File: config.mk
export PLATFORM = sky130hd
export DESIGN_NAME = fifo_capture_top
export DESIGN_NICKNAME = d
export VERILOG_FILES = /design/src/common/capture_pkg.sv /design/src/common/readout_pkg.sv /design/src/hw/downsampler.sv /design/src/hw/sample_fifo.sv /design/src/capture/capture_fsm.sv /design/src/capture/sample_packer.sv /design/src/readout/byte_reader.sv /design/src/hw/fifo_capture_top.sv
export SDC_FILE = /design/constraint.sdc
export NUM_CORES = 2
export LEC_CHECK = 0
export BUFFER_PORTS_ARGS = -buffer_cell sky130_fd_sc_hd__buf_4
export CAP_MARGIN = 25
export CORE_UTILIZATION = 40
export DETAILED_ROUTE_END_ITERATION = 16
export PLACE_DENSITY = 0.64
export SLEW_MARGIN = 5
export SYNTH_ARGS = -nofsm -noshare
export SYNTH_HDL_FRONTEND = slang
export SYNTH_SLANG_ARGS = --single-unit
File: constraint.sdc
create_clock -name adc_sampleclk -period 9 [get_ports adc_sampleclk]
set_input_delay 0 -clock adc_sampleclk [delete_from_list [all_inputs] [get_ports adc_sampleclk]]
set_output_delay 0 -clock adc_sampleclk [all_outputs]
set_load 0.01 [all_outputs]
File: src/common/capture_pkg.sv
package capture_pkg;

    // one adc conversion result
    typedef logic [11:0] sample_t;

    typedef logic [12:0] ds_count_t;   // stride counter width
    typedef logic [15:0] count_t;      // sample counts

    // capture setup, held stable while armed
    typedef struct packed {
        count_t    presample;    // samples kept from before the trigger
        count_t    max_samples;  // requested total, rounded up in the fsm
        ds_count_t downsample;   // samples skipped between kept ones
    } capture_cfg_t;

    typedef enum logic [2:0] {
        IDLE,
        PRESAMP_FILLING,
        PRESAMP_FULL,
        TRIGGERED,
        DONE
    } capture_state_e;

    localparam int SAMPLES_PER_WORD  = 3;
    localparam int SAMPLES_PER_ROUND = 6;  // two words, one full hi-res byte cycle

endpackage

File: src/common/readout_pkg.sv
package readout_pkg;

    // three 12-bit samples, oldest in bits 35:24
    typedef logic [35:0] packed_word_t;

    typedef enum logic {
        LOW_RES,   // top 8 bits per sample
        HIGH_RES   // full 12 bits, 9 bytes per word pair
    } read_mode_e;

    // position within the 9-byte cycle
    typedef logic [3:0] byte_idx_t;

    // last byte of a word in low-res mode
    localparam byte_idx_t LOW_RES_LAST = 4'd2;

    // hi-res pops after byte 3 (first word) and byte 8 (second word)
    localparam byte_idx_t HIGH_RES_MID  = 4'd3;
    localparam byte_idx_t HIGH_RES_LAST = 4'd8;

endpackage

File: src/hw/downsampler.sv
module downsampler
    import capture_pkg::*;
(
    input  logic      adc_sampleclk,
    input  logic      reset,
    input  logic      restart_i,   // realigns the stride to the arm point
    input  ds_count_t ds_ratio_i,
    output logic      keep_o
);

    ds_count_t cnt;

    // plain stride pick, no filtering
    always_ff @(posedge adc_sampleclk) begin
        if (reset || restart_i) begin
            cnt    <= '0;
            keep_o <= 1'b0;
        end else if (cnt == ds_ratio_i) begin
            cnt    <= '0;
            keep_o <= 1'b1;
        end else begin
            cnt    <= cnt + 1'b1;
            keep_o <= 1'b0;
        end
    end

endmodule

File: src/hw/sample_fifo.sv
module sample_fifo #(
    parameter type payload_t = logic [7:0],
    parameter int  DEPTH     = 64
) (
    input  logic     adc_sampleclk,
    input  logic     reset,
    input  logic     wr_i,
    input  payload_t data_i,
    input  logic     rd_i,
    output payload_t data_o,
    output logic     full_o,
    output logic     empty_o
);

    localparam int PTR_W = (DEPTH > 1) ? $clog2(DEPTH) : 1;
    localparam int CNT_W = $clog2(DEPTH + 1);

    payload_t   mem [DEPTH];
    logic [PTR_W-1:0] wr_ptr;
    logic [PTR_W-1:0] rd_ptr;
    logic [CNT_W-1:0] count;
    logic       do_wr;
    logic       do_rd;

    assign full_o  = (count == CNT_W'(DEPTH));
    assign empty_o = (count == '0);
    assign do_wr   = wr_i && !full_o;
    assign do_rd   = rd_i && !empty_o;
    assign data_o  = mem[rd_ptr];  // head shows without a read

    always_ff @(posedge adc_sampleclk) begin
        if (do_wr)
            mem[wr_ptr] <= data_i;
    end

    always_ff @(posedge adc_sampleclk) begin
        if (reset) begin
            wr_ptr <= '0;
            rd_ptr <= '0;
            count  <= '0;
        end else begin
            if (do_wr)
                wr_ptr <= (wr_ptr == PTR_W'(DEPTH - 1)) ? '0 : wr_ptr + 1'b1;
            if (do_rd)
                rd_ptr <= (rd_ptr == PTR_W'(DEPTH - 1)) ? '0 : rd_ptr + 1'b1;
            if (do_wr && !do_rd)
                count <= count + 1'b1;
            else if (do_rd && !do_wr)
                count <= count - 1'b1;
        end
    end

endmodule

File: src/capture/capture_fsm.sv
module capture_fsm
    import capture_pkg::*;
(
    input  logic         adc_sampleclk,
    input  logic         reset,
    input  logic         arm_i,
    input  logic         capture_go_i,
    input  capture_cfg_t cfg_i,
    input  logic         sample_keep_i,
    input  logic         fast_full_i,
    input  logic         fast_empty_i,
    output logic         arm_start_o,
    output logic         fast_wr_o,
    output logic         presample_drain_o,
    output logic         transfer_en_o,
    output logic         capture_done_o
);

    capture_state_e state;
    logic           arm_q;
    logic           arm_edge;
    logic           writing;
    count_t         pre_cnt;      // samples sitting in the fast fifo before trigger
    count_t         sample_cnt;   // total written this capture
    count_t         pre_cnt_next;
    count_t         sample_cnt_next;
    count_t         target;
    logic [16:0]    round_up;

    assign arm_edge    = arm_i & ~arm_q;
    assign arm_start_o = arm_edge && (state == IDLE);  // downsampler restarts with the fsm

    assign writing = (state == PRESAMP_FILLING) || (state == PRESAMP_FULL)
                     || (state == TRIGGERED);
    assign fast_wr_o = sample_keep_i && writing && !fast_full_i;

    // once the window is full every new sample pushes the oldest one out
    assign presample_drain_o = fast_wr_o && (state == PRESAMP_FULL);

    assign transfer_en_o = (state == TRIGGERED) || (state == DONE);

    // hi-res readout needs whole word pairs
    assign round_up = 17'(cfg_i.max_samples) + 17'(SAMPLES_PER_ROUND - 1);
    assign target   = count_t'((round_up / 17'(SAMPLES_PER_ROUND)) * 17'(SAMPLES_PER_ROUND));

    assign pre_cnt_next    = pre_cnt + count_t'(fast_wr_o);
    assign sample_cnt_next = sample_cnt + count_t'(fast_wr_o);

    always_ff @(posedge adc_sampleclk) begin
        if (reset) begin
            state          <= IDLE;
            arm_q          <= 1'b0;
            pre_cnt        <= '0;
            sample_cnt     <= '0;
            capture_done_o <= 1'b0;
        end else begin
            arm_q <= arm_i;
            case (state)
                IDLE: begin
                    pre_cnt    <= '0;
                    sample_cnt <= '0;
                    if (arm_edge) begin
                        capture_done_o <= 1'b0;
                        state <= (cfg_i.presample != '0) ? PRESAMP_FILLING : TRIGGERED;
                    end
                end
                PRESAMP_FILLING: begin
                    pre_cnt <= pre_cnt_next;
                    if (capture_go_i) begin  // early trigger, short window
                        sample_cnt <= pre_cnt_next;
                        state      <= TRIGGERED;
                    end else if (pre_cnt_next == cfg_i.presample) begin
                        state <= PRESAMP_FULL;
                    end
                end
                PRESAMP_FULL: begin
                    if (capture_go_i) begin
                        sample_cnt <= cfg_i.presample;
                        state      <= TRIGGERED;
                    end
                end
                TRIGGERED: begin
                    sample_cnt <= sample_cnt_next;
                    if (sample_cnt_next >= target)
                        state <= DONE;
                end
                DONE: begin
                    // let the packer empty the fast fifo first
                    if (fast_empty_i) begin
                        capture_done_o <= 1'b1;
                        state          <= IDLE;
                    end
                end
                default: state <= IDLE;
            endcase
        end
    end

endmodule

File: src/capture/sample_packer.sv
module sample_packer
    import capture_pkg::*;
    import readout_pkg::*;
(
    input  logic         adc_sampleclk,
    input  logic         reset,
    input  logic         transfer_en_i,
    input  logic         fast_empty_i,
    input  sample_t      fast_data_i,
    input  logic         slow_full_i,
    output logic         fast_rd_o,
    output packed_word_t word_o,
    output logic         word_wr_o
);

    logic [1:0]   rd_cnt;   // 0..2 within the current word
    packed_word_t shift_q;

    assign fast_rd_o = transfer_en_i && !fast_empty_i && !slow_full_i;
    assign word_o    = shift_q;

    // oldest sample ends up in the top bits
    always_ff @(posedge adc_sampleclk) begin
        if (fast_rd_o)
            shift_q <= {shift_q[23:0], fast_data_i};
    end

    always_ff @(posedge adc_sampleclk) begin
        if (reset) begin
            rd_cnt    <= '0;
            word_wr_o <= 1'b0;
        end else begin
            word_wr_o <= 1'b0;
            if (fast_rd_o) begin
                if (rd_cnt == 2'(SAMPLES_PER_WORD - 1)) begin
                    rd_cnt    <= '0;
                    word_wr_o <= 1'b1;  // lands with the third sample
                end else begin
                    rd_cnt <= rd_cnt + 1'b1;
                end
            end
        end
    end

endmodule

File: src/readout/byte_reader.sv
module byte_reader
    import readout_pkg::*;
(
    input  logic         adc_sampleclk,
    input  logic         reset,
    input  read_mode_e   read_mode_i,
    input  logic         read_en_i,
    input  packed_word_t word_i,
    input  logic         empty_i,
    output logic         pop_o,
    output logic [7:0]   byte_o
);

    byte_idx_t  idx;
    logic [3:0] nibble_q;   // tail of the first word, goes out in byte 4
    logic       advance;
    logic       wrap;

    assign advance = read_en_i && !empty_i;
    assign wrap    = (read_mode_i == HIGH_RES) ? (idx == HIGH_RES_LAST) : (idx == LOW_RES_LAST);
    assign pop_o   = advance && (wrap || (read_mode_i == HIGH_RES && idx == HIGH_RES_MID));

    always_ff @(posedge adc_sampleclk) begin
        if (reset)
            idx <= '0;
        else if (advance)
            idx <= wrap ? '0 : idx + 1'b1;
    end

    always_ff @(posedge adc_sampleclk) begin
        if (advance && idx == HIGH_RES_MID)
            nibble_q <= word_i[3:0];
    end

    always_comb begin
        byte_o = 8'h00;
        if (read_mode_i == LOW_RES) begin
            case (idx)
                4'd0: byte_o = word_i[35:28];
                4'd1: byte_o = word_i[23:16];
                4'd2: byte_o = word_i[11:4];
                default: byte_o = 8'h00;
            endcase
        end else begin
            case (idx)
                4'd0: byte_o = word_i[35:28];
                4'd1: byte_o = word_i[27:20];
                4'd2: byte_o = word_i[19:12];
                4'd3: byte_o = word_i[11:4];
                4'd4: byte_o = {nibble_q, word_i[35:32]};  // straddles both words
                4'd5: byte_o = word_i[31:24];
                4'd6: byte_o = word_i[23:16];
                4'd7: byte_o = word_i[15:8];
                4'd8: byte_o = word_i[7:0];
                default: byte_o = 8'h00;
            endcase
        end
    end

endmodule

File: src/hw/fifo_capture_top.sv
module fifo_capture_top
    import capture_pkg::*;
    import readout_pkg::*;
#(
    parameter int FAST_DEPTH = 64,
    parameter int SLOW_DEPTH = 64
) (
    input  logic         reset,
    input  logic         adc_sampleclk,
    input  sample_t      adc_data_i,
    input  logic         arm_i,
    input  logic         capture_go_i,
    input  capture_cfg_t cfg_i,
    input  read_mode_e   read_mode_i,
    input  logic         read_en_i,
    output logic         capture_done_o,
    output logic         fifo_empty_o,
    output logic [7:0]   read_data_o
);

    logic         arm_start;
    logic         sample_keep;
    logic         fast_wr;
    logic         fast_rd;
    logic         presample_drain;
    logic         packer_rd;
    logic         transfer_en;
    logic         fast_full;
    logic         fast_empty;
    sample_t      fast_data;
    packed_word_t word_in;
    packed_word_t word_out;
    logic         word_wr;
    logic         word_pop;
    logic         slow_full;

    // drain only runs before the trigger, packer reads only after
    assign fast_rd = presample_drain | packer_rd;

    downsampler u_downsampler (
        .adc_sampleclk(adc_sampleclk), .reset(reset), .restart_i(arm_start),
        .ds_ratio_i(cfg_i.downsample), .keep_o(sample_keep)
    );

    capture_fsm u_capture_fsm (
        .adc_sampleclk(adc_sampleclk), .reset(reset), .arm_i(arm_i),
        .capture_go_i(capture_go_i), .cfg_i(cfg_i), .sample_keep_i(sample_keep),
        .fast_full_i(fast_full), .fast_empty_i(fast_empty), .arm_start_o(arm_start),
        .fast_wr_o(fast_wr), .presample_drain_o(presample_drain),
        .transfer_en_o(transfer_en), .capture_done_o(capture_done_o)
    );

    sample_fifo #(.payload_t(sample_t), .DEPTH(FAST_DEPTH)) u_fast_fifo (
        .adc_sampleclk(adc_sampleclk), .reset(reset), .wr_i(fast_wr), .data_i(adc_data_i),
        .rd_i(fast_rd), .data_o(fast_data), .full_o(fast_full), .empty_o(fast_empty)
    );

    sample_packer u_sample_packer (
        .adc_sampleclk(adc_sampleclk), .reset(reset), .transfer_en_i(transfer_en),
        .fast_empty_i(fast_empty), .fast_data_i(fast_data), .slow_full_i(slow_full),
        .fast_rd_o(packer_rd), .word_o(word_in), .word_wr_o(word_wr)
    );

    sample_fifo #(.payload_t(packed_word_t), .DEPTH(SLOW_DEPTH)) u_slow_fifo (
        .adc_sampleclk(adc_sampleclk), .reset(reset), .wr_i(word_wr), .data_i(word_in),
        .rd_i(word_pop), .data_o(word_out), .full_o(slow_full), .empty_o(fifo_empty_o)
    );

    byte_reader u_byte_reader (
        .adc_sampleclk(adc_sampleclk), .reset(reset), .read_mode_i(read_mode_i),
        .read_en_i(read_en_i), .word_i(word_out), .empty_i(fifo_empty_o),
        .pop_o(word_pop), .byte_o(read_data_o)
    );

endmodule

==> impl_metrics.csv <==
group,metric,value,unit
run_status,outcome,"finished clean",
logic_synthesis,yosysSeqAreaShare,0.751,
routing,ant_nets,0,
setup_path,cpMostUsedCell,"a21oi_1",
timing,rsz0062_at_grt,"false",
setup_path,cp_slowest_cell,"xnor2_1",
routing,drc_errors,0,
floorplan,start_util,0.403,
logic_synthesis,netlist_instances,5836,
clocking,post_cts_buffers,0,
global_route,track_usage,0.192,
clocking,tritoncts,"done",
setup_path,required,9.76,ns
global_route,grt_antenna_before_repair,15,
final_layout,area_delta_synth_final,13.7,%
clocking,h-tree-depth,5,
logic_synthesis,synth_edf_count,3112,
place,pre_cts_ws,0.0427,ns
power_and_ir_drop,total_power,29.7,mW
timing,finalHoldViolCount,0,
routing,routed_via_density,5.84,
setup_path,critPathMaxStageDelay,0.61,ns
logic_synthesis,synthFlopType,"edfxtp_1",
timing,maxSlewHeadroom,0.213,
timing,fin_setup_tns,0,ns
routing,wl_per_cell,29.3,um
logic_synthesis,ys_seq_elements,3214,
logic_synthesis,synthArstFlopShare,0,
timing,tightest_slew,1.17,ns
place,routabilityCongestion,0.832,
timing,fin_worst_skew,0.0720,ns
floorplan,core_area,316000,um2
clocking,cts_hold_buf,54,
floorplan,row_count,206,
place,io_buffers,72,
floorplan,die_area,320000,um2
clocking,cts_buffers,317,
global_route,grt_pass1_wl,449000,um
setup_path,r2r_end,"u_capture_fsm.state[1]$_SDFFE_PP0P_",
hold_path,hold_depth,6,
final_layout,drive_above_1_share,0.287,
hold_path,holdPathEnd,"u_downsampler.keep_o$_SDFF_PP0_",
global_route,grt_max_degree,139,
setup_path,worstPathMaxFanout,12,
logic_synthesis,syn_nets,5957,
flow_run,drv_cap,0,
setup_path,reg2reg_depth,20,
hold_path,hold_path.startpoint,"cfg_i[1]",
logic_synthesis,avgSynthCellArea,21.8,um2
timing,finalSetupViolCount,0,
setup_path,crit_arrival,8.73,ns
floorplan,die_w,566,um
routing,drt_iter0_markers,8152,
setup_path,end_kind,"flip-flop",
routing,dr.pass1.iters,6,
timing,worst_slack,1.03,ns
floorplan,ios,73,
logic_synthesis,synth.distinct_cells,92,
global_route,grt_pass1_vias,62600,
clocking,cts_resized,0,
final_layout,postLayoutCellArea,145000,um2
setup_path,r2r_slack,3.72,ns
power_and_ir_drop,p_leak,43.3,nW
power_and_ir_drop,p_per_area,206,nW/um2
setup_path,start_kind,"input pin",
clocking,clk_latency,0.90,ns
final_layout,nets,6312,
setup_path,crit_type,"in2reg",
timing,post-route-period-util,0.885,
global_route,overflow,0,
setup_path,timing.rr.start,"u_capture_fsm.state[0]$_SDFFE_PP0P_",
final_layout,post-route-util,0.458,
timing,final_max_slew_viol_count,0,
clocking,numClockSinks,3214,
clocking,cts_root_buf,"clkbuf_16",
routing,drt_wl_total,311000,um
clocking,clockBufferDepth,4,
hold_path,hold_class,"in2reg",
logic_synthesis,synth_warnings,0,
power_and_ir_drop,vdd_drop_max,0.218,mV
timing,min_period,7.97,ns
place,place_area,134000,um2
timing,max_freq,0.125,GHz
routing,vias,61900,
clocking,path_clk_slew,0.07,ns
place,hpwl,161000,um
floorplan,die_h,566,um
logic_synthesis,netlist_area,127000,um2
[flip-flops by register name (all words and copies together) (netlist names), named ones only]
register,count
u_byte_reader.idx,4
u_byte_reader.nibble_q,4
u_capture_fsm.arm_q,1
u_capture_fsm.capture_done_o,1
u_capture_fsm.pre_cnt,16
u_capture_fsm.sample_cnt,16
u_capture_fsm.state,3
u_downsampler.cnt,13
u_downsampler.keep_o,1
u_fast_fifo.count,7
u_fast_fifo.mem,768
u_fast_fifo.rd_ptr,6
u_fast_fifo.wr_ptr,6
u_sample_packer.rd_cnt,2
u_sample_packer.word_o,36
u_sample_packer.word_wr_o,1
u_slow_fifo.count,7
u_slow_fifo.mem,2304
u_slow_fifo.rd_ptr,6
u_slow_fifo.wr_ptr,6
[layout by cell type (no fill, tap or decap), drive strengths merged, types with 17 or more instances in the layout]
master,count
inv,46
a21o,19
nor3,30
o21ai,60
edfxtp,3112
mux4,993
nand4,23
xnor2,77
dfxtp,102
a211oi,18
bufinv,22
clkinv,123
mux2i,43
nand2,153
ha,55
a21oi,101
a22oi,28
nor4,21
xor2,63
and3,17
nand3,61
nor2,316
dlygate4sd3,55
clkbuf,398
buf,283
[cell families after synthesis]
kind of cell             synth area share
AO/OA/AOI/OAI                      0.0175
XOR/XNOR                          0.00984
adder cells (fa/ha/maj)           0.00588
buffers and inverters              0.0103
flip-flops                          0.751
multiplexers                        0.180
AND/OR/NAND/NOR                    0.0254
[area by class of cell]
class / count / area (um2)
clock inverters: 159 / 1410
repair buffers: 338 / 2920
inverters: 40 / 150
well taps: 4160 / 5200
flip-flops and latches: 3214 / 95500
fillers: 25700 / 171000
diodes: 3 / 7.51
clock buffers: 398 / 8440
multi-input cells: 2280 / 31000
[synthesized netlist by cell type (5+ instances only)]
| cell type | number | area [um2] |
|---|---|---|
| a21oi_1 | 100 | 500 |
| nor2_1 | 315 | 1180 |
| inv_1 | 37 | 139 |
| nand4_1 | 22 | 138 |
| o22ai_1 | 12 | 75.1 |
| o2bb2a_1 | 6 | 60.1 |
| o211ai_1 | 11 | 82.6 |
| o21a_1 | 14 | 105 |
| and3_1 | 16 | 100 |
| nor4_1 | 17 | 106 |
| mux2i_1 | 43 | 430 |
| a32oi_1 | 7 | 61.3 |
| nand3_1 | 59 | 295 |
| xnor2_1 | 77 | 674 |
| xor2_1 | 61 | 534 |
| mux2_2 | 14 | 158 |
| and2_1 | 7 | 43.8 |
| edfxtp_1 | 3112 | 93400 |
| or2_2 | 8 | 50.1 |
| nand2_1 | 152 | 571 |
| a211oi_1 | 18 | 135 |
| a21o_1 | 19 | 143 |
| a22oi_1 | 28 | 210 |
| nand2b_1 | 11 | 68.8 |
| nor3_1 | 28 | 140 |
| or3_1 | 8 | 50.1 |
| clkbuf_1 | 192 | 721 |
| nor2b_1 | 13 | 81.3 |
| mux4_2 | 993 | 22400 |
| buf_2 | 11 | 55.1 |
| ha_1 | 55 | 688 |
| nand3b_1 | 7 | 52.6 |
| dfxtp_1 | 102 | 2040 |
| nor3b_1 | 5 | 37.5 |
| o21ai_0 | 59 | 295 |
| buf_1 | 96 | 360 |
[per-layer routing]
metal | wire length [um] | part of all wire | up-vias | track usage
met1 | 126000 | 0.41 | 33400 | 0.269
met5 | 37 | 0.00012 | - | 0
met2 | 154000 | 0.50 | 2693 | 0.317
met4 | 8230 | 0.026 | 6 | 0.0510
li1 | - | - | 25300 | -
met3 | 22400 | 0.072 | 511 | 0.0246
[critical path: cells and delay by family]
kind | cells | cell delay (ns)
buf+inv | 2 | 0.41
xor+xnor | 2 | 0.71
simple gates | 9 | 2.38
fa+ha+maj | 3 | 0.87
compound gates | 22 | 4.37
[report_power, final]
group | switching (mW) | total (mW) | internal (mW)
Combinational | 0.442 | 0.744 | 0.302
Sequential | 0.0173 | 16.2 | 16.2
Clock | 5.49 | 12.8 | 7.28
[worst max path at each step]
stage,end,cells past startpoint,startpoint,slack (ns)
6_report,u_capture_fsm.state[1]$_SDFFE_PP0P_,38,cfg_i[13],1.03
5_1_grt,u_capture_fsm.state[1]$_SDFFE_PP0P_,38,cfg_i[13],0.1
4_1_cts,u_capture_fsm.state[1]$_SDFFE_PP0P_,37,cfg_i[13],0.96
3_5_place_dp,u_capture_fsm.state[1]$_SDFFE_PP0P_,37,cfg_i[13],0.04
3_3_place_gp,u_capture_fsm.state[1]$_SDFFE_PP0P_,37,cfg_i[13],0.43
2_1_floorplan,u_capture_fsm.state[1]$_SDFFE_PP0P_,38,cfg_i[13],1.70
[stage by stage]
step | hold WS [ns] | std cells
after global routing | 0.0874 | 10600
final | 0.0112 | 10600
after CTS | 0.00287 | 10600
after detailed placement | 0.255 | 9969
after floorplan | 0.0989 | 5836
after global placement | 0.237 | 9940
Note: power is estimated with default switching activity, not from simulation.
